**src/cnn_dim_pkg.sv**
```systemverilog
// CNN receiver geometry, data widths and the packed beat and write records
package cnn_dim_pkg;

    // Conv output geometry, 8x8 pixels by 4 channels
    localparam int CONV_DIM    = 8;
    localparam int NUM_LANES   = 4;
    localparam int POOL_DIM    = CONV_DIM / 2;
    localparam int POOL_WORDS  = POOL_DIM * POOL_DIM;
    localparam int NUM_CLASSES = 10;

    // MAC accumulator and feature word widths
    localparam int ACC_W  = 18;
    localparam int DATA_W = 16;

    // Counter and address widths derived from the geometry
    localparam int PIX_W   = $clog2(CONV_DIM);
    localparam int POOL_AW = $clog2(POOL_WORDS);
    localparam int CLASS_W = $clog2(NUM_CLASSES);
    localparam int LANE_W  = $clog2(NUM_LANES);

    // Lane k sits at index k of the packed array
    typedef logic [NUM_LANES-1:0][ACC_W-1:0]  lane_acc_t;
    typedef logic [NUM_LANES-1:0][DATA_W-1:0] lane_data_t;

    // One result beat from the MAC array
    typedef struct packed {
        logic      valid;
        lane_acc_t acc;
    } mac_beat_t;

    // One feature-map memory write of 4 lanes
    typedef struct packed {
        logic               en;
        logic [POOL_AW-1:0] addr;
        lane_data_t         data;
    } fmap_wr_t;

    // Current beat closes a 2x2 window at this pooled address
    typedef struct packed {
        logic               fire;
        logic [POOL_AW-1:0] addr;
    } pool_pos_t;

endpackage

```
**src/cnn_ctrl_pkg.sv**
```systemverilog
// CNN receiver control encodings and bias memory address map
package cnn_ctrl_pkg;

    // Receiving FSM states, the state also names the active layer
    typedef enum logic [1:0] {
        CONV_PROCESS = 2'd0,
        FC_PROCESS   = 2'd1,
        CLASSIFY     = 2'd2
    } rcv_state_e;

    // Bias memory holds one 4-lane word per address
    localparam int BIAS_AW = 4;

    // Conv biases, one word for all 4 channels
    localparam logic [BIAS_AW-1:0] BIAS_CONV_ADDR = 4'd0;

    // Classifier biases, 4 classes per word starting here
    localparam logic [BIAS_AW-1:0] BIAS_FC_BASE = 4'd1;

endpackage

```
**src/rcv_sequencer.sv**
```systemverilog
// Receiving FSM with pixel and class counters, window detection and bias addressing
`timescale 1ns/100ps

module rcv_sequencer
(
    input  logic                                clk,
    input  logic                                rst,
    input  logic                                mac_valid_i,
    output logic [cnn_ctrl_pkg::BIAS_AW-1:0]    bias_addr_o,
    output cnn_dim_pkg::pool_pos_t              pool_pos_o,
    output logic                                score_we_o,
    output logic [cnn_dim_pkg::CLASS_W-1:0]     score_idx_o,
    output logic                                classify_start_o,
    output logic                                conv_phase_o
);

    cnn_ctrl_pkg::rcv_state_e state;

    // Raster position of the next conv pixel, x runs fastest
    logic [cnn_dim_pkg::PIX_W-1:0] x_cnt;
    logic [cnn_dim_pkg::PIX_W-1:0] y_cnt;

    // Index of the next class score
    logic [cnn_dim_pkg::CLASS_W-1:0] class_cnt;

    logic x_last;
    logic y_last;
    logic class_last;

    assign x_last     = (x_cnt == cnn_dim_pkg::PIX_W'(cnn_dim_pkg::CONV_DIM - 1));
    assign y_last     = (y_cnt == cnn_dim_pkg::PIX_W'(cnn_dim_pkg::CONV_DIM - 1));
    assign class_last = (class_cnt == cnn_dim_pkg::CLASS_W'(cnn_dim_pkg::NUM_CLASSES - 1));

    // State and counters move only on accepted beats, CLASSIFY lasts one cycle
    always_ff @(posedge clk or posedge rst)
    begin
        if (rst)
        begin
            state     <= cnn_ctrl_pkg::CONV_PROCESS;
            x_cnt     <= '0;
            y_cnt     <= '0;
            class_cnt <= '0;
        end
        else
        begin
            case (state)
                cnn_ctrl_pkg::CONV_PROCESS:
                begin
                    if (mac_valid_i)
                    begin
                        if (x_last)
                        begin
                            x_cnt <= '0;
                            if (y_last)
                            begin
                                y_cnt <= '0;
                                state <= cnn_ctrl_pkg::FC_PROCESS;
                            end
                            else
                            begin
                                y_cnt <= y_cnt + 1'b1;
                            end
                        end
                        else
                        begin
                            x_cnt <= x_cnt + 1'b1;
                        end
                    end
                end

                cnn_ctrl_pkg::FC_PROCESS:
                begin
                    if (mac_valid_i)
                    begin
                        if (class_last)
                        begin
                            class_cnt <= '0;
                            state     <= cnn_ctrl_pkg::CLASSIFY;
                        end
                        else
                        begin
                            class_cnt <= class_cnt + 1'b1;
                        end
                    end
                end

                cnn_ctrl_pkg::CLASSIFY:
                begin
                    state <= cnn_ctrl_pkg::CONV_PROCESS;
                end

                default:
                begin
                    state <= cnn_ctrl_pkg::CONV_PROCESS;
                end
            endcase
        end
    end

    // Start pulse follows the CLASSIFY cycle by one edge
    always_ff @(posedge clk or posedge rst)
    begin
        if (rst)
        begin
            classify_start_o <= 1'b0;
        end
        else
        begin
            classify_start_o <= (state == cnn_ctrl_pkg::CLASSIFY);
        end
    end

    assign conv_phase_o = (state == cnn_ctrl_pkg::CONV_PROCESS);

    // Odd x and odd y close the window whose top left pixel is (x-1, y-1)
    assign pool_pos_o.fire = conv_phase_o & mac_valid_i & x_cnt[0] & y_cnt[0];
    assign pool_pos_o.addr = cnn_dim_pkg::POOL_AW'((y_cnt >> 1) * cnn_dim_pkg::POOL_DIM
                                                   + (x_cnt >> 1));

    assign score_we_o  = (state == cnn_ctrl_pkg::FC_PROCESS) & mac_valid_i;
    assign score_idx_o = class_cnt;

    // Four class biases share one word
    always_comb
    begin
        case (state)
            cnn_ctrl_pkg::FC_PROCESS:
            begin
                bias_addr_o = cnn_ctrl_pkg::BIAS_FC_BASE
                            + cnn_ctrl_pkg::BIAS_AW'(class_cnt >> cnn_dim_pkg::LANE_W);
            end
            default:
            begin
                bias_addr_o = cnn_ctrl_pkg::BIAS_CONV_ADDR;
            end
        endcase
    end

endmodule

```
**src/bias_relu_pool.sv**
```systemverilog
// Conv pixel bias add and ReLU, line buffer and 2x2 average pooling into feature-map writes
`timescale 1ns/100ps

module bias_relu_pool
(
    input  logic                    clk,
    input  logic                    rst,
    input  cnn_dim_pkg::mac_beat_t  beat_i,
    input  cnn_dim_pkg::lane_data_t bias_i,
    input  cnn_dim_pkg::pool_pos_t  pool_pos_i,
    output cnn_dim_pkg::fmap_wr_t   fmap_wr_o
);

    // Rectified pixel vector of the current beat
    cnn_dim_pkg::lane_data_t pix_new;

    // Entry k holds the pixel accepted k+1 beats ago
    cnn_dim_pkg::lane_data_t line_buf [cnn_dim_pkg::CONV_DIM+1];

    // Average of the window closed by the current beat
    cnn_dim_pkg::lane_data_t pool_avg;

    // Registered write toward the feature-map memory
    logic                            wr_en_q;
    logic [cnn_dim_pkg::POOL_AW-1:0] wr_addr_q;
    cnn_dim_pkg::lane_data_t         wr_data_q;

    // Low 16 accumulator bits plus bias wrap, negative values clamp to 0
    always_comb
    begin
        logic [cnn_dim_pkg::DATA_W-1:0] sum;
        for (int k = 0; k < cnn_dim_pkg::NUM_LANES; k++)
        begin
            sum = beat_i.acc[k][cnn_dim_pkg::DATA_W-1:0] + bias_i[k];
            if (sum[cnn_dim_pkg::DATA_W-1])
            begin
                pix_new[k] = '0;
            end
            else
            begin
                pix_new[k] = sum;
            end
        end
    end

    // Left neighbor is one beat back, the row above is CONV_DIM and CONV_DIM+1 back
    always_comb
    begin
        logic [cnn_dim_pkg::DATA_W+1:0] win_sum;
        for (int k = 0; k < cnn_dim_pkg::NUM_LANES; k++)
        begin
            win_sum = pix_new[k]
                    + line_buf[0][k]
                    + line_buf[cnn_dim_pkg::CONV_DIM-1][k]
                    + line_buf[cnn_dim_pkg::CONV_DIM][k];
            pool_avg[k] = win_sum[cnn_dim_pkg::DATA_W+1:2];
        end
    end

    // Shift on every accepted beat
    always_ff @(posedge clk)
    begin
        if (beat_i.valid)
        begin
            line_buf[0] <= pix_new;
            for (int k = 1; k <= cnn_dim_pkg::CONV_DIM; k++)
            begin
                line_buf[k] <= line_buf[k-1];
            end
        end
    end

    // Write strobe, one cycle after the window's last pixel
    always_ff @(posedge clk or posedge rst)
    begin
        if (rst)
        begin
            wr_en_q <= 1'b0;
        end
        else
        begin
            wr_en_q <= pool_pos_i.fire;
        end
    end

    always_ff @(posedge clk)
    begin
        if (pool_pos_i.fire)
        begin
            wr_addr_q <= pool_pos_i.addr;
            wr_data_q <= pool_avg;
        end
    end

    assign fmap_wr_o.en   = wr_en_q;
    assign fmap_wr_o.addr = wr_addr_q;
    assign fmap_wr_o.data = wr_data_q;

endmodule

```
**src/score_argmax.sv**
```systemverilog
// Class score bank and four-stage argmax pipeline for the digit decision
`timescale 1ns/100ps

module score_argmax
(
    input  logic                                clk,
    input  logic                                rst,
    input  logic [cnn_dim_pkg::ACC_W-1:0]       acc_i,
    input  logic [cnn_dim_pkg::DATA_W-1:0]      bias_i,
    input  logic                                score_we_i,
    input  logic [cnn_dim_pkg::CLASS_W-1:0]     score_idx_i,
    input  logic                                classify_start_i,
    output logic [cnn_dim_pkg::CLASS_W-1:0]     digit_o,
    output logic                                digit_valid_o
);

    // Candidate carried down the tree, value travels with its index
    typedef struct packed {
        logic [cnn_dim_pkg::CLASS_W-1:0]      idx;
        logic signed [cnn_dim_pkg::DATA_W-1:0] val;
    } cand_t;

    logic signed [cnn_dim_pkg::DATA_W-1:0] score_q [cnn_dim_pkg::NUM_CLASSES];

    cand_t s1_win [5];
    cand_t s1_next [5];
    cand_t s2_win [2];
    cand_t s2_tail;
    cand_t s3_win;
    cand_t s3_tail;
    cand_t s4_win;
    logic  s1_valid;
    logic  s2_valid;
    logic  s3_valid;
    logic  s4_valid;

    // Later index wins on equal scores
    function automatic cand_t pick_later(cand_t early, cand_t late);
        if (late.val >= early.val)
        begin
            return late;
        end
        return early;
    endfunction

    always_ff @(posedge clk or posedge rst)
    begin
        if (rst)
        begin
            for (int k = 0; k < cnn_dim_pkg::NUM_CLASSES; k++)
            begin
                score_q[k] <= '0;
            end
        end
        else if (score_we_i)
        begin
            for (int k = 0; k < cnn_dim_pkg::NUM_CLASSES; k++)
            begin
                if (score_idx_i == cnn_dim_pkg::CLASS_W'(k))
                begin
                    score_q[k] <= acc_i[cnn_dim_pkg::DATA_W-1:0] + bias_i;
                end
            end
        end
    end

    // Stage 1 pairs (0,1) (2,3) (4,5) (6,7) (8,9)
    always_comb
    begin
        for (int p = 0; p < 5; p++)
        begin
            s1_next[p] = pick_later('{idx: cnn_dim_pkg::CLASS_W'(2*p),   val: score_q[2*p]},
                                    '{idx: cnn_dim_pkg::CLASS_W'(2*p+1), val: score_q[2*p+1]});
        end
    end

    always_ff @(posedge clk or posedge rst)
    begin
        if (rst)
        begin
            s1_valid <= 1'b0;
            s2_valid <= 1'b0;
            s3_valid <= 1'b0;
            s4_valid <= 1'b0;
        end
        else
        begin
            s1_valid <= classify_start_i;
            s2_valid <= s1_valid;
            s3_valid <= s2_valid;
            s4_valid <= s3_valid;
        end
    end

    // Each stage loads only with its valid bit, so the last digit holds
    always_ff @(posedge clk)
    begin
        if (classify_start_i)
        begin
            s1_win <= s1_next;
        end
        if (s1_valid)
        begin
            s2_win[0] <= pick_later(s1_win[0], s1_win[1]);
            s2_win[1] <= pick_later(s1_win[2], s1_win[3]);
            s2_tail   <= s1_win[4];
        end
        if (s2_valid)
        begin
            s3_win  <= pick_later(s2_win[0], s2_win[1]);
            s3_tail <= s2_tail;
        end
        // Pair 8/9 holds the highest indices, so it is the later side
        if (s3_valid)
        begin
            s4_win <= pick_later(s3_win, s3_tail);
        end
    end

    assign digit_o       = s4_win.idx;
    assign digit_valid_o = s4_valid;

endmodule

```
**src/cnn_receiver.sv**
```systemverilog
// CNN receiver top joining the sequencer, the pooling path and the argmax
`timescale 1ns/100ps

module cnn_receiver
(
    input  logic                                clk,
    input  logic                                rst,
    input  cnn_dim_pkg::mac_beat_t              mac_i,
    input  cnn_dim_pkg::lane_data_t             bias_q_i,
    output logic [cnn_ctrl_pkg::BIAS_AW-1:0]    bias_addr_o,
    output cnn_dim_pkg::fmap_wr_t               fmap_wr_o,
    output logic                                conv_phase_o,
    output logic [cnn_dim_pkg::CLASS_W-1:0]     digit_o,
    output logic                                digit_valid_o
);

    cnn_dim_pkg::pool_pos_t          pool_pos;
    logic                            score_we;
    logic [cnn_dim_pkg::CLASS_W-1:0] score_idx;
    logic                            classify_start;

    rcv_sequencer u_seq
    (
        .clk              (clk),
        .rst              (rst),
        .mac_valid_i      (mac_i.valid),
        .bias_addr_o      (bias_addr_o),
        .pool_pos_o       (pool_pos),
        .score_we_o       (score_we),
        .score_idx_o      (score_idx),
        .classify_start_o (classify_start),
        .conv_phase_o     (conv_phase_o)
    );

    bias_relu_pool u_pool
    (
        .clk        (clk),
        .rst        (rst),
        .beat_i     (mac_i),
        .bias_i     (bias_q_i),
        .pool_pos_i (pool_pos),
        .fmap_wr_o  (fmap_wr_o)
    );

    // Classifier uses lane 0 of the MAC array and the class's lane of the bias word
    score_argmax u_argmax
    (
        .clk              (clk),
        .rst              (rst),
        .acc_i            (mac_i.acc[0]),
        .bias_i           (bias_q_i[score_idx[cnn_dim_pkg::LANE_W-1:0]]),
        .score_we_i       (score_we),
        .score_idx_i      (score_idx),
        .classify_start_i (classify_start),
        .digit_o          (digit_o),
        .digit_valid_o    (digit_valid_o)
    );

endmodule

```
**config.mk**
```make
export PLATFORM = sky130hd
export DESIGN_NAME = cnn_receiver
export DESIGN_NICKNAME = d
export VERILOG_FILES = /design/src/cnn_dim_pkg.sv /design/src/cnn_ctrl_pkg.sv /design/src/rcv_sequencer.sv /design/src/bias_relu_pool.sv /design/src/score_argmax.sv /design/src/cnn_receiver.sv
export SDC_FILE = /design/constraint.sdc
export NUM_CORES = 2
export LEC_CHECK = 0
export BUFFER_PORTS_ARGS = -buffer_cell sky130_fd_sc_hd__buf_2
export CORE_AREA = 3 3 516 314
export CTS_CLUSTER_DIAMETER = 120
export DETAILED_ROUTE_END_ITERATION = 10
export DIE_AREA = 0 0 519 317
export GPL_TIMING_DRIVEN = 0
export SYNTH_ARGS = -nofsm -noshare
export SYNTH_HDL_FRONTEND = slang
export SYNTH_SLANG_ARGS = --single-unit
```
**constraint.sdc**
```tcl
create_clock -name clk -period 5.8 [get_ports clk]
set_input_delay 0.29 -clock clk [delete_from_list [all_inputs] [get_ports clk]]
set_output_delay 0.29 -clock clk [all_outputs]
set_load 0.01 [all_outputs]
```
Word-level counts from Yosys, hierarchy flattened
Memory sizes are Yosys's and may differ from the RTL's.
Cells that the tools add are included.
{"block": "totals", "mem_bits_rw": 616, "register_bits": 389, "word_cells": 167, "mem_count": 2, "inputBits": 139, "output_inout_bits": 79}
{"block": "op_classes", "n_bitwise": 4, "order_cmp": 10, "reduce_logical": 16, "n_mux": 53, "addsub": 22, "n_eq_ne": 18}
{"name": "u_pool.line_buf", "depth": 9, "width": 64, "read_ports": 9, "rd_clocked_by_memory_dff": 0, "write_ports": 9, "line": "bias_relu_pool.sv:18", "rtl": "cnn_dim_pkg::lane_data_t line_buf [cnn_dim_pkg::CONV_DIM+1];"}
{"name": "u_argmax.s2_win", "depth": 2, "width": 20, "read_ports": 2, "rd_clocked_by_memory_dff": 0, "write_ports": 2, "line": "score_argmax.sv:27", "rtl": "cand_t s2_win [2];"}
{"cell": "$mux W20", "n": 10}
{"cell": "$add A18 B16 Y18", "n": 8}
{"cell": "$ge A16 B16 Y1", "n": 9}
{"cell": "$mux W16", "n": 6}
{"cell": "$mux W17", "n": 5}
{"cell": "$add A16 B16 Y16", "n": 5}
{"cell": "$add A15 B16 Y17", "n": 4}
{"cell": "$mux W15", "n": 4}
{"cell": "$bmux W16 S2", "n": 1}
{"cell": "$reduce_and A2 Y1", "n": 12}
{"cell": "$mux W1", "n": 17}
{"cell": "$eq A4 B3 Y1 const B", "n": 4}
{"cell": "$mux W2", "n": 5}
{"cell": "$eq A4 B2 Y1 const B", "n": 2}
{"cell": "$eq A4 B4 Y1 const B", "n": 2}
{"cell": "$mux W4", "n": 2}
{"cell": "$ne A2 B2 Y1 const B", "n": 4}
{"cell": "$add A3 B1 Y3 const B", "n": 2}
{"cell": "$eq A3 B3 Y1 const B", "n": 2}
{"cell": "$mux W3", "n": 2}
{"cell": "$reduce_and A5 Y1", "n": 1}
{"cell": "$add A4 B1 Y4 const B", "n": 1}
{"cell": "$add A4 B2 Y4", "n": 1}
{"cell": "$and A1 B1 Y1", "n": 4}
{"cell": "other kinds (10)", "n": 10}

Logic depth before layout (Yosys ltp)
{"block": "depth", "word_depth": 5, "depth_mapped": 27, "ltp_nobuf": 26}

Modules after synthesis
A second synthesis with hierarchy kept.
{"block": "hier_totals", "cells_unflattened": 3250, "hier_area_um2": 45746.4}
{"module": "bias_relu_pool", "area_per_inst_um2": 27037.2, "n_inst": 1, "seq_area_each_um2": 18162.4, "cells_each": 1689}
{"module": "score_argmax", "area_per_inst_um2": 17553.1, "n_inst": 1, "seq_area_each_um2": 9449.1, "cells_each": 1480}
{"module": "rcv_sequencer", "area_per_inst_um2": 732.0, "n_inst": 1, "seq_area_each_um2": 325.3, "cells_each": 61}
{"module": "cnn_receiver", "area_per_inst_um2": 424.2, "n_inst": 1, "seq_area_each_um2": 0.0, "cells_each": 20}

Worst setup path after synthesis
No wires, ideal clock.
{"block": "synth_timing", "path_kind": "in2reg", "startpoint": "input port mac_i[29] (netlist bit)", "endpoint": "register u_pool.wr_data_q, in the netlist u_pool.fmap_wr_o[30] (data pin)", "t_required_ns": 5.534, "cell_stages": 25, "path_buffers": 0, "t_arrival_ns": 5.741, "setup_ns": 0.266, "path_slack_ns": -0.207, "cell_sequence": "ha_1 nand2_1 nand2b_1 a2111oi_0 nand2_1 a41oi_2 nor3_4 and2_1 ha_1 fa_1 a21o_1 a21oi_1 o21ai_0 a41o_1 a2111oi_0 nor3_1 xnor2_1 fa_1 inv_1 ha_1 and3_1 a211o_1 a21o_1 a31oi_1 o21ai_0"}
{"element": "start, declared", "line": "cnn_receiver.sv:8", "rtl": "input cnn_dim_pkg::mac_beat_t mac_i,"}
{"element": "end signal, assigned", "line": "bias_relu_pool.sv:91", "rtl": "wr_data_q <= pool_avg;"}
{"element": "end, declared", "line": "bias_relu_pool.sv:26", "rtl": "cnn_dim_pkg::lane_data_t wr_data_q;"}

==> impl_metrics.env <==
export IMPL_worst_pin_slew_ps=1310
export IMPL_path_clk_slew_ps=70
export IMPL_grtUsageMet2_pct=19.2
export IMPL_place_congestion=0.902
export IMPL_num_rows=113
export IMPL_io_buffers=204
export IMPL_synthCells=3576
export IMPL_clock_sinks=960
export IMPL_status="complete, no violations"
export IMPL_yosysUniqueCellTypes=88
export IMPL_period_share_pct=97.8
export IMPL_fp_dieW_um=519
export IMPL_post_place_ws_ps=-1350
export IMPL_min_period_ps=5670
export IMPL_r2r_cells=11
export IMPL_grt_pass1_vias=27200
export IMPL_busiest_layer="met1"
export IMPL_fin_util_pct=34.8
export IMPL_dp_hpwl_mm=84.6
export IMPL_use_met3_pct=2.80
export IMPL_synth_top_area_share_pct=49.8
export IMPL_worstPathRequired_ps=6190
export IMPL_timing_worst_setup_path_type="primary input to register"
export IMPL_area_delta_synth_final_pct=16.1
export IMPL_max_cap_viol_count=0
export IMPL_final_nets=4454
export IMPL_layout_drive_gt1_share_pct=16.5
export IMPL_min_path_type="primary input to register"
export IMPL_root_buffer="clkbuf_16"
export IMPL_globalRouteMet1Util_pct=20.8
export IMPL_grt_overflow=0
export IMPL_cp_cell_sequence="buf_2, ha_2, a21o_1, a211oi_2, a21boi_0, o22ai_1, a311o_4, buf_6, nor2_4, ha_1, a21oi_1, nand2_1, o211ai_1, a21oi_1, a311oi_2, xor2_1, fa_1, inv_1, ha_1, a21oi_1, o21ai_0, nor3_1, o311ai_2"
export IMPL_start_util_pct=29.9
export IMPL_synthTopCellsByArea="edfxtp_1 50%, dfrtp_1 9.4%, ha_1 9.2%"
export IMPL_rsz0062_at_grt="true"
export IMPL_worstHoldPathCells=3
export IMPL_yosysWarnings=0
export IMPL_max_freq_ghz=0.176
export IMPL_worstPathMaxFanout=10
export IMPL_ys_seq_area_share_pct=59.3
export IMPL_cts_made_buffers=84
export IMPL_viasPerCell=4.70
export IMPL_crit_family="compound AO/OA/AOI/OAI gates"
export IMPL_arrival_ps=6070
export IMPL_yosysMostFrequentCell="edfxtp_1"
export IMPL_ios=218
export IMPL_finalWorstSetupSlack_ps=128
export IMPL_syn_area_um2=47100
export IMPL_routed_via_count=28700
export IMPL_grt_max_degree=116
export IMPL_grt_pass1_wl_mm=169
export IMPL_synth_common_cells="782 x edfxtp_1, 449 x inv_1, 347 x ha_1"
export IMPL_dieArea_um2=165000
export IMPL_cp_slowest_cell="fa_1"
export IMPL_setup_viol=0
export IMPL_cts_buffer_depth=3
export IMPL_async_reset_ff_share_pct=18.5
export IMPL_peakVddDrop_mv=0.295
export IMPL_max_stage_delay_ps=500
export IMPL_p_leak_nw=22.7
export IMPL_clk_latency_ps=710
export IMPL_slew_headroom_pct=12.9
export IMPL_whs_ps=114
export IMPL_power_density_nw_per_um2=419
export IMPL_dr_first_iter_drc_count=2517
export IMPL_synth_edf_count=782
export IMPL_drc_errors=0
export IMPL_final_cell_count_no_fill=6104
export IMPL_start_kind="primary input"
export IMPL_dp_cells=5929
export IMPL_syn_area_per_cell_um2=13.2
export IMPL_cpMostUsedCell="a21oi_1"
export IMPL_antenna_found_initial=9
export IMPL_cp_end_kind="register"
export IMPL_first_pass_iters=7
export IMPL_crit_buf_inv=3
export IMPL_grt_use_total_pct=13.5
export IMPL_htreeDepth=3
export IMPL_wl_per_cell_um=18.5
export IMPL_cts_tree="built"
export IMPL_clock_skew_ps=44.0
export IMPL_final_hold_viol_count=0
export IMPL_die_h_um=317
export IMPL_synth_ff_type="edfxtp_1"
export IMPL_ys_ff_latch=960
export IMPL_regToRegSetupSlack_ps=980
export IMPL_ant_nets=0
export IMPL_cp_depth=23
export IMPL_core_um2=158000
export IMPL_wirelength_mm=113
export IMPL_drv_slew=0
export IMPL_synth_top_area_cell="edfxtp_1"
==> flip-flops by register name (all words and copies together), names as in the netlist <==
register                cells
u_argmax.s3_win            19
u_seq.x_cnt                 3
u_seq.state                 2
u_argmax.score_q          160
u_seq.score_idx_o           4
u_pool.line_buf           540
u_seq.classify_start_o      1
u_pool.wr_addr_q            4
u_seq.y_cnt                 3
u_argmax.s3_tail           17
u_pool.wr_en_q              1
u_argmax.s3_valid           1
u_argmax.s1_win            85
u_pool.fmap_wr_o           60
u_argmax.digit_o            4
u_argmax.s2_valid           1
u_argmax.s1_valid           1
u_argmax.s2_win            36
u_argmax.s2_tail           17
u_argmax.digit_valid_o      1
==> logic make-up after synthesis <==
group | synth area share (%)
other | 0.00795
adders and majority gates | 12.1
DFF | 59.3
buffers and inverters | 4.27
xor gates and xnor gates | 2.56
muxes | 5.69
and+or+nand+nor | 6.90
AOI/OAI and AO/OA | 9.17
==> metal layers <==
metal / part of all wire (%) / routed length (µm)
met4: 1.8 / 2000
met2: 41 / 46400
met3: 6.9 / 7740
met5: 0 / 0
met1: 50 / 56600
==> path summary, 6_finish.rpt <==
check,start,to
setup / recovery,bias_q_i[60],u_pool.fmap_wr_o[61]
hold / removal,bias_q_i[32],u_pool.line_buf[0][32]
setup reg to reg,u_seq.score_idx_o[1],u_argmax.score_q[92]
hold reg to reg,u_pool.line_buf[0][446],u_pool.line_buf[0][510]
max in group asynchronous,rst,u_argmax.score_q[152]
min in group asynchronous,rst,u_pool.wr_en_q
==> where the power goes <==
group          switching, mW  total (mW)  internal, mW
clock network           2.70        5.85          3.15
logic                   5.04        8.41          3.37
registers              0.242        8.68          8.44
total                   7.98        22.9          15.0
==> cells in the final DEF (no fill, tap or decap), drive strengths merged, types with 42 or more instances in the layout <==
master	synthesis	routed
nand4	43	43
nand2	219	219
a21o	110	110
ha	347	347
mux2	175	175
o21a	42	42
xnor2	84	84
nor3	60	61
inv	450	455
dfrtp	178	178
nor2	143	143
fa	69	69
clkbuf	38	145
a21oi	148	148
o21ai	206	206
edfxtp	782	782
buf	26	259
xor2	53	53
==> worst min-delay path: stages <==
cell and delay [ps]:
buf_2 90, ha_1 110, and3_1 180
==> per-stage QoR <==
step / area [µm²] / setup TNS [ps] / power, mW
floorplan: 47200 / 0 / 14.2
detailed placement: 51300 / -22970 / 16.9
global route: 54700 / -120 / 24.4
CTS: 54300 / 0 / 22.9
global placement: 50900 / -4158610 / 16.6
finish: 54700 / 0 / 22.9
==> cell type report <==
| type | instances | area, µm² |
|---|---|---|
| fill | 15400 | 103000 |
| sequential | 960 | 27900 |
| multi-input combinational | 2107 | 17700 |
| tap | 2127 | 2660 |
| clock buffer | 109 | 2270 |
| inverter | 450 | 1700 |
| timing repair buffer | 234 | 1480 |
| clock inverter | 49 | 622 |
| buffer | 62 | 319 |
| antenna | 6 | 15.0 |
==> repair_timing <==
action                                  in CTS  in global routing
resized for setup                           20                 69
pin swaps                                    0                 12
buffers inserted                             1                 10
gates cloned                                 0                  1
hold buffers                                 1                  0
endpoints found under the setup margin      14                 23
endpoints found under the hold margin       65                  0
(Power assumes the default switching activity.)
